## src/env_step_pkg.sv

```systemverilog
`default_nettype none

package env_step_pkg;

    localparam int DATA_WL      = 32;   // memory word
    localparam int ADDR_WL      = 6;    // word address
    localparam int RWD_WL       = 2;    // reward bits per env
    localparam int STEP_LATENCY = 2;    // launch to valid in a PE
    localparam int POS_LIMIT    = 1000; // |pos| above this ends the episode
    localparam int CLR_FLAG     = 2;    // flag value forcing a reload

    // one environment, exactly one memory word
    typedef struct packed {
        logic signed [15:0] pos;
        logic signed [15:0] vel;
    } env_state_t;

    typedef struct packed {
        env_state_t        state; // state after the step
        logic [RWD_WL-1:0] rwd;
        logic              done;
    } step_res_t;

    typedef struct packed {
        logic [ADDR_WL-1:0] addr;
        logic [DATA_WL-1:0] wdata;
        logic               we;
    } mem_req_t;

    typedef struct packed {
        logic load_sta;     // shift one state in
        logic load_act;     // capture action word
        logic commit_batch; // rotate by PE_NUM, insert results
        logic emit_one;     // rotate by one
    } buf_ctrl_t;

    typedef enum logic [2:0] {
        IDLE,
        LOAD_STA,
        LOAD_ACT,
        STEP,
        STORE_OBS,
        STORE_RWD,
        STORE_DONE,
        CLEAR
    } seq_state_e;

endpackage

`default_nettype wire

```

## src/step_pe.sv

```systemverilog
`timescale 1ns/1ps
`default_nettype none

module step_pe (
    input  wire                           i_clk,
    input  wire                           i_rstn,
    input  wire                           i_launch,
    input  wire env_step_pkg::env_state_t i_state,
    input  wire                           i_act,
    output env_step_pkg::step_res_t       o_res,
    output logic                          o_valid
);
    import env_step_pkg::*;

    logic               valid1;
    logic signed [15:0] pos1;    // old position
    logic signed [15:0] vel1;    // new velocity
    logic signed [15:0] pos_new;
    logic               done_new;

    // stage one, push the velocity by the action
    always_ff @(posedge i_clk) begin
        if (i_launch) begin
            pos1 <= i_state.pos;
            vel1 <= i_act ? (i_state.vel + 16'sd1) : (i_state.vel - 16'sd1);
        end
    end

    assign pos_new  = pos1 + vel1;
    assign done_new = (pos_new > POS_LIMIT) || (pos_new < -POS_LIMIT);

    // stage two, integrate and judge
    always_ff @(posedge i_clk) begin
        if (valid1) begin
            o_res.state.pos <= pos_new;
            o_res.state.vel <= vel1;
            o_res.rwd       <= done_new ? '0 : RWD_WL'(1);
            o_res.done      <= done_new;
        end
    end

    always_ff @(posedge i_clk or negedge i_rstn) begin
        if (!i_rstn) begin
            valid1  <= 1'b0;
            o_valid <= 1'b0;
        end else begin
            valid1  <= i_launch;
            o_valid <= valid1;
        end
    end

endmodule

`default_nettype wire

```

## src/state_buffer.sv

```systemverilog
`timescale 1ns/1ps
`default_nettype none

module state_buffer #(
    parameter int N_ENV  = 16,
    parameter int PE_NUM = 4
) (
    input  wire                                       i_clk,
    input  wire                                       i_rstn,
    input  wire env_step_pkg::buf_ctrl_t              i_ctrl,
    input  wire [env_step_pkg::DATA_WL-1:0]           i_mem_rdata,
    input  wire env_step_pkg::step_res_t [PE_NUM-1:0] i_res,
    output env_step_pkg::env_state_t [PE_NUM-1:0]     o_pe_state,
    output logic [PE_NUM-1:0]                         o_pe_act,
    output env_step_pkg::env_state_t                  o_head_state
);
    import env_step_pkg::*;

    env_state_t       sta [N_ENV]; // index 0 is the head
    logic [N_ENV-1:0] act;         // bit 0 belongs to the head

    // indices taken modulo N_ENV or PE_NUM stay in range for every slot
    always_ff @(posedge i_clk) begin
        for (int i = 0; i < N_ENV; i++) begin
            if (i_ctrl.load_sta) begin
                sta[i] <= (i == N_ENV - 1) ? env_state_t'(i_mem_rdata) : sta[(i + 1) % N_ENV];
            end else if (i_ctrl.commit_batch) begin
                sta[i] <= (i < N_ENV - PE_NUM) ? sta[(i + PE_NUM) % N_ENV]
                                               : i_res[i % PE_NUM].state;
            end else if (i_ctrl.emit_one) begin
                sta[i] <= sta[(i + 1) % N_ENV]; // rotate so states survive the store
            end
        end
    end

    always_ff @(posedge i_clk or negedge i_rstn) begin
        if (!i_rstn) begin
            act <= '0;
        end else if (i_ctrl.load_act) begin
            act <= i_mem_rdata[N_ENV-1:0];
        end else if (i_ctrl.commit_batch) begin
            for (int i = 0; i < N_ENV; i++) begin
                act[i] <= act[(i + PE_NUM) % N_ENV]; // follows the states
            end
        end
    end

    always_comb begin
        for (int j = 0; j < PE_NUM; j++) begin
            o_pe_state[j] = sta[j];
        end
    end

    assign o_pe_act     = act[PE_NUM-1:0];
    assign o_head_state = sta[0];

    a_one_strobe: assert property (@(posedge i_clk) disable iff (!i_rstn)
        $onehot0(i_ctrl))
        else $error("more than one buffer strobe active");

endmodule

`default_nettype wire

```

## src/result_packer.sv

```systemverilog
`timescale 1ns/1ps
`default_nettype none

module result_packer #(
    parameter int N_ENV  = 16,
    parameter int PE_NUM = 4
) (
    input  wire                                       i_clk,
    input  wire                                       i_rstn,
    input  wire                                       i_valid,
    input  wire env_step_pkg::step_res_t [PE_NUM-1:0] i_res,
    output logic [env_step_pkg::DATA_WL-1:0]          o_rwd_word,
    output logic [env_step_pkg::DATA_WL-1:0]          o_done_word
);
    import env_step_pkg::*;

    logic [RWD_WL-1:0] rwd_q [N_ENV];
    logic [N_ENV-1:0]  done_q;

    // each batch enters at the top, so batch 0 ends at env 0
    always_ff @(posedge i_clk or negedge i_rstn) begin
        if (!i_rstn) begin
            for (int i = 0; i < N_ENV; i++) begin
                rwd_q[i] <= '0;
            end
            done_q <= '0;
        end else if (i_valid) begin
            for (int i = 0; i < N_ENV; i++) begin
                rwd_q[i]  <= (i < N_ENV - PE_NUM) ? rwd_q[(i + PE_NUM) % N_ENV]
                                                  : i_res[i % PE_NUM].rwd;
                done_q[i] <= (i < N_ENV - PE_NUM) ? done_q[(i + PE_NUM) % N_ENV]
                                                  : i_res[i % PE_NUM].done;
            end
        end
    end

    always_comb begin
        o_rwd_word = '0; // unused high bits
        for (int i = 0; i < N_ENV; i++) begin
            o_rwd_word[i*RWD_WL +: RWD_WL] = rwd_q[i];
        end
    end

    assign o_done_word = DATA_WL'(done_q);

endmodule

`default_nettype wire

```

## src/step_sequencer.sv

```systemverilog
`timescale 1ns/1ps
`default_nettype none

module step_sequencer #(
    parameter int N_ENV  = 16,
    parameter int PE_NUM = 4
) (
    input  wire                              i_clk,
    input  wire                              i_rstn,
    input  wire [env_step_pkg::DATA_WL-1:0]  i_mem_rdata,
    input  wire env_step_pkg::env_state_t    i_head_state,
    input  wire                              i_pe_valid,
    input  wire [env_step_pkg::DATA_WL-1:0]  i_rwd_word,
    input  wire [env_step_pkg::DATA_WL-1:0]  i_done_word,
    output env_step_pkg::mem_req_t           o_mem_req,
    output env_step_pkg::buf_ctrl_t          o_buf_ctrl,
    output logic                             o_launch
);
    import env_step_pkg::*;

    // memory map, all in words
    localparam int ACT_ADDR  = N_ENV;
    localparam int FLAG_ADDR = N_ENV + 1;
    localparam int OBS_ADDR  = N_ENV + 2;
    localparam int RWD_ADDR  = OBS_ADDR + N_ENV;
    localparam int DONE_ADDR = RWD_ADDR + 1;
    localparam int MAP_END   = DONE_ADDR + 1;
    localparam int N_BATCH   = N_ENV / PE_NUM;

    seq_state_e         state, state_n;
    logic               idle_q;   // was idle last cycle, so rdata holds the flag
    logic               loaded;   // buffer holds valid states
    logic               rd_sta_q; // state word arrives this cycle
    logic               rd_act_q; // action word arrives this cycle
    logic               busy;     // batch in flight
    logic [ADDR_WL-1:0] env_cnt;
    logic [ADDR_WL-1:0] bat_cnt;

    always_comb begin
        state_n = state;
        case (state)
            IDLE: begin
                if (idle_q && i_mem_rdata != '0) begin
                    if (i_mem_rdata == DATA_WL'(CLR_FLAG) || !loaded) begin
                        state_n = LOAD_STA;
                    end else begin
                        state_n = LOAD_ACT;
                    end
                end
            end
            LOAD_STA:   if (env_cnt == ADDR_WL'(N_ENV - 1)) state_n = LOAD_ACT;
            LOAD_ACT:   if (rd_act_q) state_n = STEP;
            STEP:       if (i_pe_valid && bat_cnt == ADDR_WL'(N_BATCH - 1)) state_n = STORE_OBS;
            STORE_OBS:  if (env_cnt == ADDR_WL'(N_ENV - 1)) state_n = STORE_RWD;
            STORE_RWD:  state_n = STORE_DONE;
            STORE_DONE: state_n = CLEAR;
            CLEAR:      state_n = IDLE;
            default:    state_n = IDLE;
        endcase
    end

    always_ff @(posedge i_clk or negedge i_rstn) begin
        if (!i_rstn) begin
            state    <= IDLE;
            idle_q   <= 1'b0;
            loaded   <= 1'b0;
            rd_sta_q <= 1'b0;
            rd_act_q <= 1'b0;
            busy     <= 1'b0;
            env_cnt  <= '0;
            bat_cnt  <= '0;
        end else begin
            state    <= state_n;
            idle_q   <= (state == IDLE);
            rd_sta_q <= (state == LOAD_STA);
            rd_act_q <= (state == LOAD_ACT) && !rd_act_q; // two-cycle action fetch
            if (state == LOAD_STA && state_n != LOAD_STA) begin
                loaded <= 1'b1;
            end
            if (state != state_n) begin
                env_cnt <= '0;
            end else if (state == LOAD_STA || state == STORE_OBS) begin
                env_cnt <= env_cnt + 1'b1;
            end
            if (o_launch) begin
                busy <= 1'b1;
            end else if (i_pe_valid) begin
                busy <= 1'b0;
            end
            if (state != STEP) begin
                bat_cnt <= '0;
            end else if (i_pe_valid) begin
                bat_cnt <= bat_cnt + 1'b1;
            end
        end
    end

    // next launch only once the previous batch is committed
    assign o_launch = (state == STEP) && !busy;

    assign o_buf_ctrl.load_sta     = rd_sta_q;
    assign o_buf_ctrl.load_act     = rd_act_q;
    assign o_buf_ctrl.commit_batch = (state == STEP) && i_pe_valid;
    assign o_buf_ctrl.emit_one     = (state == STORE_OBS);

    always_comb begin
        o_mem_req.wdata = '0;
        o_mem_req.we    = 1'b0;
        case (state)
            LOAD_STA:   o_mem_req.addr = env_cnt;
            LOAD_ACT:   o_mem_req.addr = ADDR_WL'(ACT_ADDR);
            STORE_OBS: begin
                o_mem_req.addr  = ADDR_WL'(OBS_ADDR) + env_cnt;
                o_mem_req.wdata = i_head_state;
                o_mem_req.we    = 1'b1;
            end
            STORE_RWD: begin
                o_mem_req.addr  = ADDR_WL'(RWD_ADDR);
                o_mem_req.wdata = i_rwd_word;
                o_mem_req.we    = 1'b1;
            end
            STORE_DONE: begin
                o_mem_req.addr  = ADDR_WL'(DONE_ADDR);
                o_mem_req.wdata = i_done_word;
                o_mem_req.we    = 1'b1;
            end
            CLEAR: begin
                o_mem_req.addr = ADDR_WL'(FLAG_ADDR); // flag back to zero
                o_mem_req.we   = 1'b1;
            end
            default:    o_mem_req.addr = ADDR_WL'(FLAG_ADDR); // poll the flag
        endcase
    end

    a_we_legal: assert property (@(posedge i_clk) disable iff (!i_rstn)
        o_mem_req.we |-> state inside {STORE_OBS, STORE_RWD, STORE_DONE, CLEAR})
        else $error("write outside a store state");

    a_addr_in_map: assert property (@(posedge i_clk) disable iff (!i_rstn)
        o_mem_req.addr < ADDR_WL'(MAP_END))
        else $error("address beyond the memory map");

    // PE row must answer exactly STEP_LATENCY cycles after launch
    a_pe_latency: assert property (@(posedge i_clk) disable iff (!i_rstn)
        o_launch |-> ##STEP_LATENCY i_pe_valid)
        else $error("PE valid missing after launch");

endmodule

`default_nettype wire

```

## src/env_step_top.sv

```systemverilog
`timescale 1ns/1ps
`default_nettype none

module env_step_top #(
    parameter int N_ENV  = 16,
    parameter int PE_NUM = 4
) (
    input  wire                              i_clk,
    input  wire                              i_rstn,
    input  wire [env_step_pkg::DATA_WL-1:0]  i_mem_rdata,
    output env_step_pkg::mem_req_t           o_mem_req
);
    import env_step_pkg::*;

    buf_ctrl_t                 buf_ctrl;
    env_state_t                head_state;
    env_state_t [PE_NUM-1:0]   pe_state;
    logic       [PE_NUM-1:0]   pe_act;
    step_res_t  [PE_NUM-1:0]   pe_res;
    logic       [PE_NUM-1:0]   pe_valid;    // all lanes run in lockstep
    logic                      launch;
    logic       [DATA_WL-1:0]  rwd_word;
    logic       [DATA_WL-1:0]  done_word;

    step_sequencer #(.N_ENV(N_ENV), .PE_NUM(PE_NUM)) u_seq (
        .i_clk        (i_clk),
        .i_rstn       (i_rstn),
        .i_mem_rdata  (i_mem_rdata),
        .i_head_state (head_state),
        .i_pe_valid   (&pe_valid),
        .i_rwd_word   (rwd_word),
        .i_done_word  (done_word),
        .o_mem_req    (o_mem_req),
        .o_buf_ctrl   (buf_ctrl),
        .o_launch     (launch)
    );

    state_buffer #(.N_ENV(N_ENV), .PE_NUM(PE_NUM)) u_buf (
        .i_clk        (i_clk),
        .i_rstn       (i_rstn),
        .i_ctrl       (buf_ctrl),
        .i_mem_rdata  (i_mem_rdata),
        .i_res        (pe_res),
        .o_pe_state   (pe_state),
        .o_pe_act     (pe_act),
        .o_head_state (head_state)
    );

    for (genvar g = 0; g < PE_NUM; g++) begin : g_pe
        step_pe u_pe (
            .i_clk    (i_clk),
            .i_rstn   (i_rstn),
            .i_launch (launch),
            .i_state  (pe_state[g]),
            .i_act    (pe_act[g]),
            .o_res    (pe_res[g]),
            .o_valid  (pe_valid[g])
        );
    end

    result_packer #(.N_ENV(N_ENV), .PE_NUM(PE_NUM)) u_pack (
        .i_clk       (i_clk),
        .i_rstn      (i_rstn),
        .i_valid     (&pe_valid),
        .i_res       (pe_res),
        .o_rwd_word  (rwd_word),
        .o_done_word (done_word)
    );

endmodule

`default_nettype wire

```

## config.mk

```make
export PLATFORM = sky130hd
export DESIGN_NAME = env_step_top
export DESIGN_NICKNAME = d
export VERILOG_FILES = /design/src/env_step_pkg.sv /design/src/step_pe.sv /design/src/state_buffer.sv /design/src/result_packer.sv /design/src/step_sequencer.sv /design/src/env_step_top.sv
export SDC_FILE = /design/constraint.sdc
export NUM_CORES = 1
export LEC_CHECK = 0
export ABC_AREA = 0
export BUFFER_PORTS_ARGS = -buffer_cell sky130_fd_sc_hd__buf_4
export CORE_MARGIN = 2
export CORE_UTILIZATION = 27
export CTS_CLUSTER_SIZE = 20
export DETAILED_ROUTE_END_ITERATION = 6
export SYNTH_ARGS = -nofsm -noshare
export SYNTH_HDL_FRONTEND = slang
export SYNTH_HIERARCHICAL = 1
export SYNTH_SLANG_ARGS = --single-unit
```

## constraint.sdc

```tcl
create_clock -name i_clk -period 13.9 [get_ports i_clk]
set_clock_uncertainty 0.15 [all_clocks]
set_input_delay 2.78 -clock i_clk [delete_from_list [all_inputs] [get_ports i_clk]]
set_output_delay 2.78 -clock i_clk [all_outputs]
set_load 0.01 [all_outputs]
```

==> impl_metrics.yaml <==
die:
  initial_core_util: 0.271
  die_x_um: 397
  dieArea_sq_mm: 0.158
  core-area_sq_mm: 0.154
  io_pins: 73
  die_h_um: 397
  rows: 144
drt:
  drc: 0
  viasPerCell: 4.63
  wl_um: 107000
  drtPass1Iterations: 5
  vias: 26900
  postRouteAntennaNets: 0
  drtIter0Drc: 3066
  routedWlPerCell_um: 18.4
yosys:
  synth_top_area_cell: "edfxtp_1"
  synth_cell_types: 72
  synthArstFlopShare: 0.106
  synthTopCellsByArea: "edfxtp_1, nand2_1, dfrtp_1, ha_1, buf_4"
  synth_top_area_share: 0.559
  synth-main-ff-cell: "edfxtp_1"
  yosysWarnings: 6
  ys_ff_latch: 868
  ys_seq_area_frac: 0.614
  syn_inst: 3813
  synthesis.area_sq_mm: 0.0417
  synth_edf_count: 776
  postSynthAreaPerCell_sq_um: 10.9
global_route:
  overflow: 0
  grt_pass1_vias: 25400
  grt_use_total: 0.132
  grt_first_pass_wirelength_um: 159000
  grt_max_degree: 209
  antenna_found_initial: 7
clocking:
  cts_inserted_buffers: 90
  cts_max_level: 3
  clock_sinks: 868
  root_buffer: "clkbuf_16"
  cts_setup_buffers: 0
  cts_max_path_buffers: 3
  worstSkewPairLatency_ns: 0.67
  cts_hold_buf: 0
  ctsResizeCount: 0
  cts_tree: "built"
  clkTransAtPathRegs_ns: 0.06
hold_path:
  hp-start: "u_buf/sta[0][58]$_DFFE_PP_"
  hp-class: "reg -> reg"
  min_to: "g_pe[1].u_pe/pos1[10]$_DFFE_PP_"
  min_path_cells: 0
worst_setup_path:
  path_cells: "buf_4, inv_1, nor2_2, a21oi_1, nor2b_1, buf_4"
  r2r_start: "u_seq/state[1]$_DFF_PN0_"
  rrSetupSlack_ns: 8.71
  crit_arrival_ns: 3.11
  critical_path_class: "reg -> out"
  start_kind: "flip-flop"
  r2r_end: "u_buf/sta[1][120]$_DFFE_PP_"
  path_common_cell: "buf_4"
  r2r_cells: 8
  cp.required_ns: 10.97
  path_max_fanout: 47
  crit_path_top_delay_cell: "nor2_2"
  cp-startpoint: "u_seq/state[0]$_DFF_PN0_"
  endpoint_kind: "output pin"
  slowest_delay_ns: 0.99
power:
  ir_drop_uv: 87.8
  p_leak_nw: 18.2
  p_total_w: 0.00550
  power.density_mw_per_mm2: 120
place:
  dp_cells: 5633
  port_buffers: 72
  routabilityCongestion: 0.903
  dpl.hpwl_um: 72100
timing:
  max_freq_mhz: 165
  hold_violations: 0
  fin_crit_ns: 6.04
  worst_pin_slew_ns: 1.23
  max_slew_margin: 0.176
  rsz0062_at_grt: "false"
  tns_ns: 0
  finalMaxSlewViolations: 0
  period_share: 0.435
  finalSetupViolCount: 0
finish:
  final_cells: 5795
  nets: 3842
  final_cell_mix: "nand2_1, edfxtp_1, nor2_1"
  layout_commonest_cell: "nand2_1"
  layout-drive-gt1-share: 0.0856
  antennaDiodeCount: 0
  area.growth.synth_to_final_pct: 9.93
outcome:
  status: "finished, final reports clean"
job:
  maxCapViolations: 0
## report_power, final
part           internal (W)  switching, W
clock               0.00133       0.00102
sequential          0.00291     0.0000512
combinational     0.0000796      0.000100
total               0.00433       0.00117
## stage by stage
stage | hold WS, ns | worst slack (ns) | instance area (sq um) | utilization
after floorplan | 0.281 | 1.38 | 41800 | -
after global placement | 0.282 | 8.72 | 43000 | 0.280
after detailed placement | 0.284 | 8.52 | 43000 | 0.280
after CTS | 0.296 | 7.81 | 45900 | 0.298
after global routing | 0.300 | 7.60 | 45900 | 0.298
final | 0.295 | 7.86 | 45900 | 0.298
## synth_stat cells, types with 9 or more instances
master,n
o32ai_1,32
nor2_1,158
or2_2,9
buf_2,99
mux2_2,29
a21o_1,42
a31oi_1,16
nor2b_1,37
mux2_4,20
inv_1,34
o21ai_0,57
nor3_1,32
nand2_1,1495
ha_1,119
nand3_1,27
xnor2_1,85
xor2_1,30
o21bai_1,9
buf_4,192
edfxtp_1,776
clkbuf_1,42
dfrtp_1,92
o21a_1,24
mux2i_1,49
a21oi_1,115
o21ai_1,21
a211oi_1,12
## logic make-up after synthesis
logic type,synth area share
flops,0.614
mux,0.0268
buf+inv,0.0549
simple gates,0.173
xor+xnor,0.0245
other cells,0.000450
compound gates,0.0663
fa+ha+maj,0.0400
## worst max-delay path, delay by kind of cell (launching register included)
family                 cells  cell delay (ns)
DFF                        1             0.32
buffers and inverters      3             0.74
AOI/OAI and AO/OA          1             0.19
and+or+nand+nor            2             1.18
## registers in the layout, summed over array words and instances (netlist names), 3 cells and up
signal             flops
u_buf/sta            512
u_buf/act             16
u_seq/env_cnt          6
g_pe.u_pe/o_res      136
u_pack/o_rwd_word     32
g_pe.u_pe/valid1       4
g_pe.u_pe/vel1        64
g_pe.u_pe/pos1        64
g_pe.u_pe/o_valid      4
u_seq/bat_cnt          6
u_seq/state            3
u_pack/done_q         16
## area by class of cell
type	count	area (sq um)
clock buffers	126	2460
multi-input cells	2585	13900
clock inverters	36	388
repair buffers	101	796
fillers	15600	108000
inverters	35	131
flip-flops and latches	868	25600
well taps	2044	2560
## worst max path at each step
stage | endpoint | cells past startpoint
after floorplan | u_buf/sta[0][0]$_DFFE_PP_ | 6
after global placement | o_mem_req[32] | 6
after detailed placement | o_mem_req[21] | 6
after CTS | o_mem_req[21] | 6
after global routing | o_mem_req[21] | 6
final | o_mem_req[21] | 6
## layer usage
| layer | GRT usage | routed length [um] | vias to the layer above |
|---|---|---|---|
| met1 | 0.183 | 46700 | 13100 |
| li1 | - | - | 12700 |
| met5 | 0 | 23 | - |
| met4 | 0.0587 | 4510 | 4 |
| met3 | 0.0246 | 8410 | 175 |
| met2 | 0.201 | 47100 | 948 |
No activity file was read; power rests on OpenSTA's default activity.
